$ cat config.mk
export PLATFORM = sky130hd
export DESIGN_NAME = exec_core
export DESIGN_NICKNAME = d
export VERILOG_FILES = /design/src/design/core_pkg.sv /design/src/design/exec_core.sv /design/src/design/int_alu.sv /design/src/design/mac_unit.sv /design/src/design/reg_file.sv /design/src/design/writeback_stage.sv
export SDC_FILE = /design/constraint.sdc
export NUM_CORES = 2
export LEC_CHECK = 0
export BUFFER_PORTS_ARGS = -buffer_cell sky130_fd_sc_hd__buf_4
export CORE_MARGIN = 3
export CORE_UTILIZATION = 25
export DETAILED_ROUTE_END_ITERATION = 10
export HOLD_SLACK_MARGIN = 0.02
export MAX_ROUTING_LAYER = met4
export PLACE_DENSITY = 0.44
export SLEW_MARGIN = 10
export SYNTH_ARGS = -nofsm -noshare
export SYNTH_HDL_FRONTEND = slang
export SYNTH_SLANG_ARGS = --single-unit
$ cat constraint.sdc
create_clock -name clk -period 29.4 [get_ports clk]
set_input_delay 7.35 -clock clk [delete_from_list [all_inputs] [get_ports clk]]
set_output_delay 7.35 -clock clk [all_outputs]
set_load 0.1 [all_outputs]
$ cat src/design/core_pkg.sv
package core_pkg;

    localparam int XLEN      = 32;
    localparam int NUM_REGS  = 32;
    localparam int REG_AW    = $clog2(NUM_REGS);
    localparam int IMM_W     = 16;
    localparam int DUMP_BASE = 2;                  // First register in the debug dump
    localparam int DUMP_REGS = 4;

    typedef enum logic [3:0] {
        OP_ADD  = 4'd0,
        OP_SUB  = 4'd1,
        OP_AND  = 4'd2,
        OP_OR   = 4'd3,
        OP_XOR  = 4'd4,
        OP_SLL  = 4'd5,
        OP_SRL  = 4'd6,
        OP_SRA  = 4'd7,
        OP_SLT  = 4'd8,
        OP_ADDI = 4'd9,
        OP_MADD = 4'd10,                           // Three-operand ops from here on
        OP_MSUB = 4'd11,
        OP_CMOV = 4'd12
    } op_e;

    // True when the result comes from the MAC unit
    function automatic logic is_mac_op(input op_e op);
        return op inside {OP_MADD, OP_MSUB, OP_CMOV};
    endfunction

endpackage

$ cat src/design/exec_core.sv
`timescale 1ns/100ps

module exec_core #(
    parameter int XLEN = core_pkg::XLEN
) (
    input  logic                                 clk,
    input  logic                                 rst_n,
    input  logic                                 issue,
    input  core_pkg::op_e                        op,
    input  logic [core_pkg::REG_AW-1:0]          rd,
    input  logic [core_pkg::REG_AW-1:0]          rs1,
    input  logic [core_pkg::REG_AW-1:0]          rs2,
    input  logic [core_pkg::REG_AW-1:0]          rs3,
    input  logic [core_pkg::IMM_W-1:0]           imm,
    output logic                                 wb_valid,
    output logic [core_pkg::REG_AW-1:0]          wb_rd,
    output logic [XLEN-1:0]                      wb_data,
    output logic [core_pkg::DUMP_REGS*XLEN-1:0]  register_dump
);

    logic [XLEN-1:0] rdata1;
    logic [XLEN-1:0] rdata2;
    logic [XLEN-1:0] rdata3;
    logic [XLEN-1:0] alu_result;
    logic [XLEN-1:0] mac_result;

    // Write port is fed straight from the writeback registers
    reg_file #(.XLEN(XLEN)) i_reg_file (
        .clk           (clk),
        .rst_n         (rst_n),
        .we            (wb_valid),
        .waddr         (wb_rd),
        .wdata         (wb_data),
        .raddr1        (rs1),
        .raddr2        (rs2),
        .raddr3        (rs3),
        .rdata1        (rdata1),
        .rdata2        (rdata2),
        .rdata3        (rdata3),
        .register_dump (register_dump)
    );

    int_alu #(.XLEN(XLEN)) i_int_alu (
        .op     (op),
        .a      (rdata1),
        .b      (rdata2),
        .imm    (imm),
        .result (alu_result)
    );

    mac_unit #(.XLEN(XLEN)) i_mac_unit (
        .op     (op),
        .a      (rdata1),
        .b      (rdata2),
        .c      (rdata3),
        .result (mac_result)
    );

    writeback_stage #(.XLEN(XLEN)) i_writeback_stage (
        .clk        (clk),
        .rst_n      (rst_n),
        .issue      (issue),
        .op         (op),
        .rd         (rd),
        .alu_result (alu_result),
        .mac_result (mac_result),
        .wb_valid   (wb_valid),
        .wb_rd      (wb_rd),
        .wb_data    (wb_data)
    );

endmodule

$ cat src/design/int_alu.sv
`timescale 1ns/100ps

module int_alu #(
    parameter int XLEN = core_pkg::XLEN
) (
    input  core_pkg::op_e               op,
    input  logic [XLEN-1:0]             a,
    input  logic [XLEN-1:0]             b,
    input  logic [core_pkg::IMM_W-1:0]  imm,
    output logic [XLEN-1:0]             result
);

    import core_pkg::*;

    localparam int SHAMT_W = $clog2(XLEN);

    logic [SHAMT_W-1:0] shamt;
    logic [XLEN-1:0]    imm_ext;
    logic               lt;

    assign shamt   = b[SHAMT_W-1:0];                           // Upper bits of b ignored
    assign imm_ext = {{(XLEN-IMM_W){imm[IMM_W-1]}}, imm};
    assign lt      = $signed(a) < $signed(b);

    always_comb begin
        case (op)
            OP_ADD: begin
                result = a + b;
            end
            OP_SUB: begin
                result = a - b;
            end
            OP_AND: begin
                result = a & b;
            end
            OP_OR: begin
                result = a | b;
            end
            OP_XOR: begin
                result = a ^ b;
            end
            OP_SLL: begin
                result = a << shamt;
            end
            OP_SRL: begin
                result = a >> shamt;
            end
            OP_SRA: begin
                result = $unsigned($signed(a) >>> shamt);
            end
            OP_SLT: begin
                result = {{(XLEN-1){1'b0}}, lt};
            end
            OP_ADDI: begin
                result = a + imm_ext;
            end
            default: begin
                result = '0;                                   // MAC class
            end
        endcase
    end

endmodule

$ cat src/design/mac_unit.sv
`timescale 1ns/100ps

module mac_unit #(
    parameter int XLEN = core_pkg::XLEN
) (
    input  core_pkg::op_e    op,
    input  logic [XLEN-1:0]  a,
    input  logic [XLEN-1:0]  b,
    input  logic [XLEN-1:0]  c,
    output logic [XLEN-1:0]  result
);

    import core_pkg::*;

    logic [XLEN-1:0] prod;

    // Only the low word of the product matters for either sign
    assign prod = a * b;

    always_comb begin
        case (op)
            OP_MADD: begin
                result = prod + c;
            end
            OP_MSUB: begin
                result = c - prod;
            end
            OP_CMOV: begin
                if (c != '0) begin
                    result = a;
                end else begin
                    result = b;
                end
            end
            default: begin
                result = '0;                   // ALU class
            end
        endcase
    end

endmodule

$ cat src/design/reg_file.sv
`timescale 1ns/100ps

module reg_file #(
    parameter int XLEN = core_pkg::XLEN
) (
    input  logic                                 clk,
    input  logic                                 rst_n,
    input  logic                                 we,
    input  logic [core_pkg::REG_AW-1:0]          waddr,
    input  logic [XLEN-1:0]                      wdata,
    input  logic [core_pkg::REG_AW-1:0]          raddr1,
    input  logic [core_pkg::REG_AW-1:0]          raddr2,
    input  logic [core_pkg::REG_AW-1:0]          raddr3,
    output logic [XLEN-1:0]                      rdata1,
    output logic [XLEN-1:0]                      rdata2,
    output logic [XLEN-1:0]                      rdata3,
    output logic [core_pkg::DUMP_REGS*XLEN-1:0]  register_dump
);

    import core_pkg::*;

    logic [XLEN-1:0] regs [NUM_REGS];

    // x0 reads zero and a write in flight is forwarded
    function automatic logic [XLEN-1:0] read_port(
        input logic [REG_AW-1:0] addr,
        input logic [XLEN-1:0]   stored
    );
        logic [XLEN-1:0] value;
        if (addr == '0) begin
            value = '0;
        end else if (we && addr == waddr) begin
            value = wdata;
        end else begin
            value = stored;
        end
        return value;
    endfunction

    always_ff @(posedge clk or negedge rst_n) begin
        if (!rst_n) begin
            for (int i = 0; i < NUM_REGS; i++) begin
                regs[i] <= '0;
            end
        end else if (we && waddr != '0) begin     // Writes to x0 are dropped
            regs[waddr] <= wdata;
        end
    end

    always_comb begin
        rdata1 = read_port(raddr1, regs[raddr1]);
        rdata2 = read_port(raddr2, regs[raddr2]);
        rdata3 = read_port(raddr3, regs[raddr3]);
    end

    // Highest register index lands in the top bits
    for (genvar g = 0; g < DUMP_REGS; g++) begin : g_dump
        assign register_dump[g*XLEN +: XLEN] = regs[DUMP_BASE+g];
    end

endmodule

$ cat src/design/writeback_stage.sv
`timescale 1ns/100ps

module writeback_stage #(
    parameter int XLEN = core_pkg::XLEN
) (
    input  logic                         clk,
    input  logic                         rst_n,
    input  logic                         issue,
    input  core_pkg::op_e                op,
    input  logic [core_pkg::REG_AW-1:0]  rd,
    input  logic [XLEN-1:0]              alu_result,
    input  logic [XLEN-1:0]              mac_result,
    output logic                         wb_valid,
    output logic [core_pkg::REG_AW-1:0]  wb_rd,
    output logic [XLEN-1:0]              wb_data
);

    import core_pkg::*;

    logic [XLEN-1:0] result_sel;

    assign result_sel = is_mac_op(op) ? mac_result : alu_result;

    always_ff @(posedge clk or negedge rst_n) begin
        if (!rst_n) begin
            wb_valid <= 1'b0;
        end else begin
            wb_valid <= issue;                 // One-cycle pulse per instruction
        end
    end

    // Result and destination hold until the next issue
    always_ff @(posedge clk or negedge rst_n) begin
        if (!rst_n) begin
            wb_rd   <= '0;
            wb_data <= '0;
        end else if (issue) begin
            wb_rd   <= rd;
            wb_data <= result_sel;
        end
    end

endmodule

==> results.ini <==
[worst_setup_path]
critPathArrivalTime_ns = 22.01
worstPathMaxFanout = 45
cp_slowest_stage_delay_ns = 0.97
slowest_stage = a211oi_1
cpMostUsedCell = fa_1
rrSetupSlack_ns = 15.21
crit_required_ns = 30.06
criticalPathCategory = in -> reg
end_kind = register
start_kind = input port

[timing]
skew_ns = 0.0497
tightest_slew_ns = 1.38
setup_tns_ns = 0
final-max-slew-violation-count = 0
hold_viol_final = 0
relSlewSlack = 0.0749
rsz0062_at_grt = false
finalSetupViolCount = 0
period_needed_ns = 21.35
fmax_ghz = 0.0468
fin_crit_sh = 0.726
hold-worst-slack_ns = 0.412

[finish]
syn2layout_area_growth_pct = 10.8
stdcell_count = 12900
drive_gt1_frac = 0.326
final_cell_mix = 1060 x dfrtp_1, 1001 x mux2_2, 767 x mux4_2, 568 x nor2_1, 558 x nand2_1
fin_nets = 8615
postLayoutCellArea_sq_mm = 0.103
final_common_cell = dfrtp_1
fillCellCount = 38300

[clock_tree]
cts_hold_buf = 0
cts_buffers = 115
post_cts_buffers = 0
path_clk_slew_ns = 0.07
clkLatencyLatePin_ns = 0.79
htreeDepth = 3
clockBufferDepth = 3
clock-sinks = 1062
cts-root-buf = clkbuf_16
cts_tree = done
cts_resized = 0

[grt]
grt_pass1_wl_microns = 610000
grt_pass1_vias = 74000
grt_antenna_before_repair = 19
gr-total-overflow = 0
grt_usage = 0.232
grt_max_degree = 141

[synthesis]
synth_top_cell_area_share = 0.286
synth_seq_cells = 1062
synth_ff_type = dfrtp_1
synth_area_leader_cell = dfrtp_1
synth_warnings = 0
syn-num-nets = 8850
async_flop_share = 1.00
netlist_area_sq_mm = 0.0928
avgSynthCellArea_sq_um = 11.4
netlist_instances = 8113
synthTopCellsByArea = dfrtp_1 29%, mux4_2 19%, mux2_2 12%
synth_edf_count = 0
synth.distinct_cells = 107
seq_area_frac_synth = 0.286

[placed_design]
dp_cells = 12700
dp.final_hpwl_microns = 302000
dpl_cell_area_sq_mm = 0.0988
gp_congestion = 0.998
io_buffers = 208

[die]
start_util = 0.251
coreArea_sq_mm = 0.369
boundaryPins = 209
rows = 223
die_h_microns = 615
die_w_microns = 615
dieArea_sq_mm = 0.379

[drt]
route.detailed.drc = 0
firstDrtPassIters = 7
wirelength_microns = 439000
drtAntennaViolNets = 0
viasPerCell = 5.59
avgRoutedWirePerCell_microns = 33.9
drt-initial-drc-count = 7989
vias = 72300

[status]
outcome = finished clean

[hold_path]
min_path_type = reg -> reg

[job]
cap_viol_max_count = 0

-- stage by stage --
stage          worst slack, ns  utilization
4_1_cts                   8.38        0.279
6_report                  8.05        0.279
5_1_grt                   7.70        0.279
2_1_floorplan            10.05            -
3_5_place_dp              7.57        0.268
3_3_place_gp              7.54        0.268
-- layout make-up --
cell class                 instances  area, sq um  share of cell area
tap                             4950         6190              0.0602
antenna                            9         22.5            0.000219
multi-input combinational       5632        60000               0.583
timing repair buffer             496         3850              0.0374
sequential                      1062        26600               0.258
clock inverter                    54          722             0.00702
clock buffer                     158         3340              0.0325
inverter                         571         2150              0.0209
-- cells by family after synthesis --
logic type | synth area share
multiplexers | 0.341
AND/OR/NAND/NOR | 0.0692
buffers and inverters | 0.0713
AO/OA/AOI/OAI | 0.0876
flip-flops | 0.286
adder cells (fa/ha/maj) | 0.127
XOR/XNOR | 0.0178
-- final timing paths --
| check | startpoint | endpoint | cells after the start |
|---|---|---|---|
| max | rs2[1] | i_writeback_stage.wb_data[30] | 41 |
| min | i_reg_file.regs[1019] | i_reg_file.regs[1019] | 0 |
| max reg2reg | i_writeback_stage.wb_valid | i_writeback_stage.wb_data[30] | 39 |
| min reg2reg | i_reg_file.regs[1019] | i_reg_file.regs[1019] | 0 |
| max in group asynchronous | rst_n | i_reg_file.regs[214] | 6 |
| min in group asynchronous | rst_n | i_reg_file.regs[388] | 1 |
-- worst max-delay path: cells and delay by family --
kind | cells | cell delay [ns]
adders and majority gates | 11 | 5.08
AOI/OAI and AO/OA | 13 | 3.93
buffers and inverters | 9 | 2.96
and+or+nand+nor | 5 | 1.21
muxes | 2 | 0.94
xor gates and xnor gates | 1 | 0.27
-- sequential cells by signal, summed over array words and instances (netlist names) --
register	flops
i_writeback_stage.wb_valid	1
i_writeback_stage.wb_data	32
i_writeback_stage.wb_rd	5
i_reg_file.register_dump	128
i_reg_file.regs	896
-- synth_stat cells (16+ instances only) --
| master | instances |
|---|---|
| a211oi_1 | 60 |
| nand4_1 | 21 |
| o22ai_1 | 53 |
| or3_1 | 24 |
| and3_1 | 22 |
| a221oi_1 | 41 |
| dfrtp_1 | 1062 |
| buf_1 | 84 |
| a22oi_1 | 117 |
| buf_4 | 181 |
| mux2i_1 | 256 |
| fa_1 | 411 |
| o31ai_1 | 17 |
| mux4_2 | 767 |
| buf_2 | 119 |
| clkbuf_1 | 408 |
| nor3_1 | 77 |
| xnor2_1 | 127 |
| nand3_1 | 37 |
| ha_1 | 283 |
| o22a_1 | 19 |
| a31oi_1 | 32 |
| buf_6 | 47 |
| clkinv_1 | 18 |
| mux4_1 | 20 |
| a21boi_0 | 16 |
| a21oi_1 | 279 |
| and2_1 | 24 |
| nand2b_1 | 28 |
| inv_1 | 541 |
| o21ai_0 | 241 |
| xor2_1 | 47 |
| nor2_1 | 588 |
| a21o_1 | 51 |
| o221ai_1 | 22 |
| nor2b_1 | 28 |
| a2111oi_0 | 19 |
| o21bai_1 | 23 |
| o211ai_1 | 51 |
| mux2_2 | 1001 |
| nand2_1 | 573 |
| o21a_1 | 28 |
-- per-layer routing --
layer | track usage | share of wire
met1 | 0.298 | 0.41
met5 | - | 0
met2 | 0.360 | 0.46
met3 | 0.0362 | 0.070
met4 | 0.109 | 0.057
Power is not shown: default switching activity piles up to over one toggle a cycle in this logic, so the estimate is an artifact.
